File: config.mk
export PLATFORM = sky130hd
export DESIGN_NAME = dtim
export DESIGN_NICKNAME = d
export VERILOG_FILES = /design/src/dtim_pkg.sv /design/src/dtim.sv /design/src/dtim_array.sv /design/src/dtim_decode.sv /design/src/dtim_execute.sv /design/src/dtim_result.sv
export VERILOG_INCLUDE_DIRS = /design/src
export SDC_FILE = /design/constraint.sdc
export NUM_CORES = 2
export LEC_CHECK = 0
export BUFFER_PORTS_ARGS = -buffer_cell sky130_fd_sc_hd__buf_4
export CORE_ASPECT_RATIO = 0.6
export CORE_MARGIN = 3
export CORE_UTILIZATION = 40
export DETAILED_ROUTE_END_ITERATION = 8
export SLEW_MARGIN = 20
export SYNTH_ARGS = -nofsm -noshare
export SYNTH_HDL_FRONTEND = slang
export SYNTH_HIERARCHICAL = 1
export SYNTH_SLANG_ARGS = --single-unit
File: constraint.sdc
create_clock -name clk -period 21.3 [get_ports clk]
set_input_delay 0 -clock clk [delete_from_list [all_inputs] [get_ports clk]]
set_output_delay 0 -clock clk [all_outputs]
set_load 0.02 [all_outputs]
File: src/dtim_settings.svh
`ifndef DTIM_SETTINGS_SVH
`define DTIM_SETTINGS_SVH

// Index bits. The DTIM holds 2**DTIM_DEPTH lines.
`define DTIM_DEPTH 4

// Word-in-line bits. Each line holds 2**DTIM_WIDTH words of 32 bits.
`define DTIM_WIDTH 2

`define DTIM_LINES (2 ** `DTIM_DEPTH)
`define DTIM_WORDS (2 ** `DTIM_WIDTH)

// Lowest address bits of the index and the tag fields.
`define DTIM_IDX_LSB (`DTIM_WIDTH + 2)
`define DTIM_TAG_LSB (`DTIM_DEPTH + `DTIM_WIDTH + 2)

// Address window held on chip. The top bound is exclusive.
`define DTIM_BASE 32'h0001_0000
`define DTIM_TOP 32'h0002_0000

`endif

File: src/dtim_pkg.sv
package dtim_pkg;

  `include "dtim_settings.svh"

  typedef logic [`DTIM_DEPTH-1:0] dtim_idx_t;
  typedef logic [`DTIM_WIDTH-1:0] dtim_word_t;

  // Everything above the index bits of a byte address.
  typedef logic [31-`DTIM_TAG_LSB:0] dtim_tag_t;

  typedef logic [`DTIM_WORDS-1:0][31:0] dtim_line_t;

  // Used both for the core's data port and for the backing memory port.
  typedef struct packed {
    logic valid;
    logic fence;
    logic [31:0] addr;
    logic [31:0] wdata;
    logic [3:0] wstrb;
  } mem_req_t;

  typedef struct packed {
    logic [31:0] rdata;
    logic ready;
  } mem_rsp_t;

  typedef struct packed {
    dtim_tag_t tag;
    dtim_idx_t index;
    dtim_word_t word;
    logic [31:0] addr;
    logic [31:0] data;
    logic [3:0] strb;
    logic wren;
    logic rden;
    logic fence;
    logic in_window;
  } dtim_front_t;

  typedef enum logic [2:0] {
    hit,
    miss,
    ldst,
    update,
    fence,
    writeback
  } dtim_state_t;

endpackage

File: src/dtim.sv
module dtim (
  input logic clk,
  input logic rst,
  input dtim_pkg::mem_req_t cpu_req,
  output dtim_pkg::mem_rsp_t cpu_rsp,
  output dtim_pkg::mem_req_t mem_req,
  input dtim_pkg::mem_rsp_t mem_rsp
);

  import dtim_pkg::*;

  dtim_front_t front;
  dtim_idx_t front_index;

  dtim_idx_t raddr;
  dtim_idx_t waddr;
  logic wen;
  dtim_tag_t tag_wdata;
  dtim_tag_t tag_rdata;
  logic lock_wdata;
  logic lock_rdata;
  dtim_line_t line_rdata;
  dtim_line_t line_merged;

  dtim_line_t back_line;
  dtim_word_t back_word;
  logic [3:0] back_strb;
  logic [31:0] back_data;
  logic store;
  dtim_state_t state;
  logic bypass;

  dtim_decode decode_i (
    .clk(clk),
    .rst(rst),
    .cpu_req(cpu_req),
    .front(front),
    .front_index(front_index)
  );

  dtim_execute execute_i (
    .clk(clk),
    .rst(rst),
    .front(front),
    .front_index(front_index),
    .tag_rdata(tag_rdata),
    .lock_rdata(lock_rdata),
    .line_rdata(line_rdata),
    .line_merged(line_merged),
    .mem_rsp(mem_rsp),
    .mem_req(mem_req),
    .raddr(raddr),
    .waddr(waddr),
    .wen(wen),
    .tag_wdata(tag_wdata),
    .lock_wdata(lock_wdata),
    .back_line(back_line),
    .back_word(back_word),
    .back_strb(back_strb),
    .back_data(back_data),
    .store(store),
    .state(state),
    .bypass(bypass)
  );

  dtim_result result_i (
    .state(state),
    .back_line(back_line),
    .back_word(back_word),
    .back_strb(back_strb),
    .back_data(back_data),
    .store(store),
    .bypass(bypass),
    .mem_rsp(mem_rsp),
    .cpu_rsp(cpu_rsp),
    .line_merged(line_merged)
  );

  dtim_array #(.payload_t(dtim_tag_t)) tag_array_i (
    .clk(clk),
    .wen(wen),
    .waddr(waddr),
    .wdata(tag_wdata),
    .raddr(raddr),
    .rdata(tag_rdata)
  );

  dtim_array #(.payload_t(dtim_line_t)) line_array_i (
    .clk(clk),
    .wen(wen),
    .waddr(waddr),
    .wdata(line_merged),
    .raddr(raddr),
    .rdata(line_rdata)
  );

  dtim_array #(.payload_t(logic)) lock_array_i (
    .clk(clk),
    .wen(wen),
    .waddr(waddr),
    .wdata(lock_wdata),
    .raddr(raddr),
    .rdata(lock_rdata)
  );

endmodule

File: src/dtim_array.sv
`include "dtim_settings.svh"

module dtim_array #(
  parameter type payload_t = logic
) (
  input logic clk,
  input logic wen,
  input dtim_pkg::dtim_idx_t waddr,
  input payload_t wdata,
  input dtim_pkg::dtim_idx_t raddr,
  output payload_t rdata
);

  payload_t mem [`DTIM_LINES] = '{default: '0};

  // A write to the address being read is forwarded to the read port.
  always_ff @(posedge clk) begin
    if (wen) begin
      mem[waddr] <= wdata;
    end
    if (wen && waddr == raddr) begin
      rdata <= wdata;
    end else begin
      rdata <= mem[raddr];
    end
  end

endmodule

File: src/dtim_decode.sv
`include "dtim_settings.svh"

module dtim_decode (
  input logic clk,
  input logic rst,
  input dtim_pkg::mem_req_t cpu_req,
  output dtim_pkg::dtim_front_t front,
  output dtim_pkg::dtim_idx_t front_index
);

  import dtim_pkg::*;

  dtim_idx_t req_index;
  logic req_write;
  logic req_in_window;

  // A fence starts its walk at index zero.
  always_comb begin
    if (cpu_req.fence) begin
      req_index = '0;
    end else begin
      req_index = cpu_req.addr[`DTIM_TAG_LSB-1:`DTIM_IDX_LSB];
    end
    req_write = |cpu_req.wstrb;
    req_in_window = cpu_req.addr >= `DTIM_BASE && cpu_req.addr < `DTIM_TOP;
  end

  // The arrays are read with the index of the incoming request, so their
  // data lines up with the registered request one cycle later.
  assign front_index = cpu_req.valid ? req_index : front.index;

  always_ff @(posedge clk) begin
    if (!rst) begin
      front.wren <= 1'b0;
      front.rden <= 1'b0;
      front.fence <= 1'b0;
      front.index <= '0;
    end else begin
      front.wren <= cpu_req.valid && !cpu_req.fence && req_write;
      front.rden <= cpu_req.valid && !cpu_req.fence && !req_write;
      front.fence <= cpu_req.valid && cpu_req.fence;
      if (cpu_req.valid) begin
        front.tag <= cpu_req.addr[31:`DTIM_TAG_LSB];
        front.index <= req_index;
        front.word <= cpu_req.addr[`DTIM_IDX_LSB-1:2];
        front.addr <= cpu_req.addr;
        front.data <= cpu_req.wdata;
        front.strb <= cpu_req.wstrb;
        front.in_window <= req_in_window;
      end
    end
  end

endmodule

File: src/dtim_execute.sv
module dtim_execute (
  input logic clk,
  input logic rst,
  input dtim_pkg::dtim_front_t front,
  input dtim_pkg::dtim_idx_t front_index,
  input dtim_pkg::dtim_tag_t tag_rdata,
  input logic lock_rdata,
  input dtim_pkg::dtim_line_t line_rdata,
  input dtim_pkg::dtim_line_t line_merged,
  input dtim_pkg::mem_rsp_t mem_rsp,
  output dtim_pkg::mem_req_t mem_req,
  output dtim_pkg::dtim_idx_t raddr,
  output dtim_pkg::dtim_idx_t waddr,
  output logic wen,
  output dtim_pkg::dtim_tag_t tag_wdata,
  output logic lock_wdata,
  output dtim_pkg::dtim_line_t back_line,
  output dtim_pkg::dtim_word_t back_word,
  output logic [3:0] back_strb,
  output logic [31:0] back_data,
  output logic store,
  output dtim_pkg::dtim_state_t state,
  output logic bypass
);

  import dtim_pkg::*;

  dtim_state_t state_q;
  mem_req_t mem_q;
  dtim_line_t line_q;
  dtim_tag_t tag_q;
  dtim_idx_t idx_q;
  dtim_word_t word_q;
  dtim_word_t cnt_q;
  logic [3:0] strb_q;
  logic [31:0] data_q;
  logic store_q;

  logic access;
  logic tag_match;
  logic last_word;
  logic last_idx;
  logic wb_last;
  logic load_hit;
  logic fence_done;

  assign access = front.wren || front.rden;
  assign tag_match = tag_rdata == front.tag;
  assign last_word = &cnt_q;
  assign last_idx = &idx_q;
  assign wb_last = state_q == writeback && mem_rsp.ready && last_word;
  assign load_hit = state_q == hit && front.rden && front.in_window && lock_rdata && tag_match;
  assign fence_done = last_idx && ((state_q == fence && !lock_rdata) || wb_last);

  // While walking, the arrays fetch the next index ahead of time.
  assign raddr = (state_q == fence || state_q == writeback) ? idx_q + 1'b1 : front_index;

  // One write port covers all three arrays. Update sets the lock, while
  // the last writeback beat rewrites the line unchanged and clears it.
  assign waddr = idx_q;
  assign wen = state_q == update || wb_last;
  assign tag_wdata = tag_q;
  assign lock_wdata = state_q == update;

  // In hit the line comes straight from the array for a same-cycle answer.
  assign back_line = state_q == hit ? line_rdata : line_q;
  assign back_word = state_q == hit ? front.word : word_q;
  assign back_strb = strb_q;
  assign back_data = data_q;
  assign store = store_q;
  assign bypass = state_q == ldst;

  // A load hit and the end of a fence walk are answered like an update.
  assign state = (load_hit || fence_done) ? update : state_q;

  assign mem_req = mem_q;

  always_ff @(posedge clk) begin
    if (!rst) begin
      state_q <= hit;
      mem_q.valid <= 1'b0;
      mem_q.fence <= 1'b0;
      store_q <= 1'b0;
    end else begin
      case (state_q)
        hit: begin
          if (front.fence) begin
            idx_q <= '0;
            store_q <= 1'b0;
            state_q <= fence;
          end else if (access) begin
            tag_q <= front.tag;
            idx_q <= front.index;
            word_q <= front.word;
            strb_q <= front.strb;
            data_q <= front.data;
            store_q <= front.wren;
            cnt_q <= '0;
            line_q <= line_rdata;
            if (!front.in_window || (lock_rdata && !tag_match)) begin
              mem_q <= '{valid: 1'b1, fence: 1'b0, addr: front.addr,
                         wdata: front.data, wstrb: front.strb};
              state_q <= ldst;
            end else if (!lock_rdata) begin
              mem_q <= '{valid: 1'b1, fence: 1'b0,
                         addr: {front.tag, front.index, dtim_word_t'(0), 2'b00},
                         wdata: 32'd0, wstrb: 4'd0};
              state_q <= miss;
            end else if (front.wren) begin
              state_q <= update;
            end
          end
        end
        miss: begin
          if (mem_rsp.ready) begin
            line_q[cnt_q] <= mem_rsp.rdata;
            if (last_word) begin
              mem_q.valid <= 1'b0;
              state_q <= update;
            end else begin
              cnt_q <= cnt_q + 1'b1;
              mem_q.addr <= mem_q.addr + 32'd4;
            end
          end
        end
        ldst: begin
          if (mem_rsp.ready) begin
            mem_q.valid <= 1'b0;
            state_q <= hit;
          end
        end
        update: begin
          line_q <= line_merged;
          state_q <= hit;
        end
        fence: begin
          if (lock_rdata) begin
            tag_q <= tag_rdata;
            line_q <= line_rdata;
            cnt_q <= '0;
            mem_q <= '{valid: 1'b1, fence: 1'b0,
                       addr: {tag_rdata, idx_q, dtim_word_t'(0), 2'b00},
                       wdata: line_rdata[0], wstrb: 4'hf};
            state_q <= writeback;
          end else if (last_idx) begin
            state_q <= hit;
          end else begin
            idx_q <= idx_q + 1'b1;
          end
        end
        writeback: begin
          if (mem_rsp.ready) begin
            if (last_word) begin
              mem_q.valid <= 1'b0;
              if (last_idx) begin
                state_q <= hit;
              end else begin
                idx_q <= idx_q + 1'b1;
                state_q <= fence;
              end
            end else begin
              cnt_q <= cnt_q + 1'b1;
              mem_q.addr <= mem_q.addr + 32'd4;
              mem_q.wdata <= line_q[cnt_q + 1'b1];
            end
          end
        end
        default: begin
          state_q <= hit;
        end
      endcase
    end
  end

endmodule

File: src/dtim_result.sv
module dtim_result (
  input dtim_pkg::dtim_state_t state,
  input dtim_pkg::dtim_line_t back_line,
  input dtim_pkg::dtim_word_t back_word,
  input logic [3:0] back_strb,
  input logic [31:0] back_data,
  input logic store,
  input logic bypass,
  input dtim_pkg::mem_rsp_t mem_rsp,
  output dtim_pkg::mem_rsp_t cpu_rsp,
  output dtim_pkg::dtim_line_t line_merged
);

  import dtim_pkg::*;

  logic [31:0] line_word;
  logic [31:0] store_word;

  assign line_word = back_line[back_word];

  // Store bytes replace the addressed word byte by byte.
  always_comb begin
    store_word = line_word;
    for (int i = 0; i < 4; i++) begin
      if (back_strb[i]) begin
        store_word[8*i +: 8] = back_data[8*i +: 8];
      end
    end
  end

  always_comb begin
    line_merged = back_line;
    if (store) begin
      line_merged[back_word] = store_word;
    end
  end

  // A bypass answers with the memory beat itself.
  always_comb begin
    if (bypass) begin
      cpu_rsp.rdata = mem_rsp.rdata;
    end else begin
      cpu_rsp.rdata = line_word;
    end
    cpu_rsp.ready = state == update || (bypass && mem_rsp.ready);
  end

endmodule

==> summary.txt <==
Status = complete, no violations
Crit start category = flip-flop
Longest Clk Path Bufs = 4
WL/cell = 32.6 um
Setup tns final = 0 ns
Clock power frac = 28.4%
Syn Nets = 6170
Layout area overhead = 14.4%
I/O pin count = 208
Cells after synthesis = 6059
FP Rows = 151
Half-perimeter wire length after placement = 182000 um
Share of cells above drive strength 1 = 25.5%
Num Clock Sinks = 2805
Fill count = 23559
Core region area = 284000 sq um
Kind of critical path = flip-flop to primary output
Final Util = 46.3%
Avg Cell Area, Syn = 19.0 sq um
FFs w/ async S/R, synth = 0%
Total routed wirelength = 342000 um
Post-synth EDFFs = 2781
GPL Wtd Cong = 0.859
Design area = 132000 sq um
Synth Warn # = 6
FF+latch count, synth = 2805
Actual slew at the worst max-slew pin = 1.18 ns
Combinational power share = 26.6%
Congestion Overflow GR = 0
Net Sw Power = 5.41 mW
Tot GR Track Use = 22.8%
H-tree depth = 5
VDD IR max = 0.0942 mV
Die Y = 422 um
Synth cell types = 76
P_leak = 41.6 nW
Final hold slack = 0.0966 ns
Crit end category = primary output
Sw Share = 31.9%
Drt pass-1 iters = 6
Placed instance count = 9839
Dpl cell area = 121000 sq um
WP data arrival = 6.83 ns
Count of cells resized by post-cts repair = 0
Yosys top cell area share = 72.6%
Clk_skew = 0.0829 ns
WP data required = 21.30 ns
Post-route ant nets = 0
Most frequent cells in the layout = edfxtp_1 (2781), mux4_2 (604), nand2_1 (407)
CP max stage delay = 0.82 ns
Die Width = 699 um
HP Class = input pin to flip-flop
Slew Viols, Final = 0
Max FO, Critical Path = 46
Nets = 6581
CP Cell Sequence = buf_4 > buf_4 > mux4_2 > a22oi_1 > nand2_1 > xnor2_1 > nand2_1 > or4_4 > nor4_4 > buf_4 > a311o_1 > nand2_1 > o21ai_0 > buf_4
Maximum clock rate = 147 MHz
Synth Flop Type = edfxtp_1
Register area = 84000 sq um
Port bufs = 206
Fin crit period = 6.83 ns
CTS Root Cell = clkbuf_16
Biggest area consumer among synthesized cells = edfxtp_1
Largest net degree at the start of global routing = 120
Initial antenna violation count = 13
Worst-Skew Late Latency = 0.87 ns
Effective utilization at floorplan = 40.5%
First-pass GRT wire length = 483000 um
CP max-delay cell = buf_4
DRC viols = 0
Final non-filler cell total = 10510
RSZ-0062 raised after global routing = no
Multi-input logic area = 29300 sq um
Hold Violations, Final = 0
CTS clk-pin slew, worst paths = 0.07 ns
1st-iter DRT viols = 8584
Ratio of final minimum period to clock period = 32.0%
Sequential group share of total power = 45.0%
Vias in the first global route = 63002
Cell internal pwr = 11.5 mW
Most common cell after layout, fill and taps aside = edfxtp_1
CTS tree = done
Sequential area share after synthesis = 73.0%
Post-synthesis cell area = 115000 sq um
# setup viols final = 0
Relative slew slack = 21.2%
Via count = 64006
Vias/cell = 6.09
Pwr/cell area = 129 nW/um^2
Critical path's most frequent cell = buf_4
Total buffers and inverters traversed by the critical path = 4
Die area = 294000 sq um
Top post-synthesis cells by area = edfxtp_1 (73%), mux4_2 (12%), mux2_2 (2.5%), mux2i_1 (1.9%), a22oi_1 (1.8%)
Top delay family on crit path = buffers and inverters
Total CTS buffers = 278
MaxCap Viol Count = 0
final timing paths:
kind | start | to | slack [ns] | depth (start not counted)
worst max-delay path | flip-flop | cpu_rsp[0] | 14.48 | 14
worst min-delay path | rst | execute_i/state_q[2]$_SDFFE_PN0P_ | 0.1 | 4
worst max register to register | flip-flop | execute_i/mem_req[4]$_DFFE_PP_ | 15.18 | 13
worst min register to register | decode_i/front[37]$_DFFE_PP_ | execute_i/back_data[29]$_DFFE_PP_ | 0.46 | 0
power by group through the flow:
stage	clock, mW	combinational, mW	sequential (mW)
floorplan	0	2.74	7.64
global placement	0	4.30	7.72
detailed placement	0	4.42	7.73
CTS	4.89	4.46	7.62
global route	5.11	4.77	7.64
finish	4.81	4.52	7.62
logic make-up after synthesis:
| family | after synthesis | synth area share [%] |
|---|---|---|
| AO/OA/AOI/OAI | 794 | 4.74 |
| XOR/XNOR | 50 | 0.380 |
| adder cells (fa/ha/maj) | 6 | 0.0652 |
| buffers and inverters | 443 | 1.88 |
| flip-flops | 2805 | 73.0 |
| multiplexers | 1088 | 16.4 |
| other | 1 | 0.00326 |
| AND/OR/NAND/NOR | 872 | 3.59 |
stage by stage:
step | setup WS [ns] | power [mW]
after floorplan | 9.78 | 10.4
after global placement | 15.10 | 12.0
after detailed placement | 15.18 | 12.1
after CTS | 14.35 | 17.0
after global routing | 13.98 | 17.5
final | 14.48 | 17.0
area by class of cell:
cell class / count / area share [%]
Sequential cell: 2805 / 63.8
Antenna cell: 6 / 0.0114
Timing Repair Buffer: 531 / 3.53
Clock buffer: 344 / 5.60
Multi-Input combinational cell: 2811 / 22.3
Clock inverter: 145 / 1.01
Inverter: 43 / 0.125
Tap cell: 3825 / 3.64
per-layer routing:
metal / wire length, um / track usage (%) / share of wire, % / vias to the layer above
li1: - / - / - / 25726
met1: 142000 / 33.4 / 42 / 34121
met4: 11600 / 7.26 / 3.4 / 4
met3: 33300 / 4.30 / 9.7 / 562
met5: 161 / 0.355 / 0.047 / -
met2: 155000 / 34.5 / 45 / 3593
Yosys cell counts (12+ instances only):
| library cell | instances |
|---|---|
| buf_6 | 29 |
| mux4_2 | 604 |
| a221oi_1 | 64 |
| mux2i_1 | 219 |
| buf_2 | 74 |
| nand3_1 | 41 |
| nand2b_1 | 13 |
| o21ai_0 | 124 |
| buf_4 | 39 |
| xor2_1 | 17 |
| nor2_1 | 193 |
| a21oi_1 | 159 |
| a22oi_1 | 273 |
| nand4_1 | 14 |
| nand2_1 | 407 |
| inv_1 | 40 |
| nand3b_1 | 12 |
| a211oi_1 | 52 |
| clkbuf_1 | 236 |
| xnor2_1 | 33 |
| o22ai_1 | 18 |
| o211ai_1 | 27 |
| a221o_1 | 40 |
| and3_1 | 47 |
| nor2b_1 | 54 |
| mux2_2 | 256 |
| buf_1 | 18 |
| edfxtp_1 | 2781 |
| nor3_1 | 23 |
| dfxtp_1 | 24 |
tightest hold or removal path, stage by stage:
cell           delay, ns
dlygate4sd3_1       0.54
buf_4               0.22
nand2_1             0.09
mux2i_1             0.06
repair_timing:
item,4_1_cts,5_1_grt
endpoints found under the setup margin,0,0
setup buffers,0,0
hold buffers,175,1
hold endpoints to repair,251,1
state kept, by name, summed over array words and instances (netlist names), 16 cells and up, named ones only:
register / flops
decode_i/front: 76
tag_array_i/mem: 384
execute_i/mem_req: 69
execute_i/tag_wdata: 24
lock_array_i/mem: 16
execute_i/line_q: 128
execute_i/back_data: 32
line_array_i/mem: 2048
No activity file was read; power rests on OpenSTA's default activity.
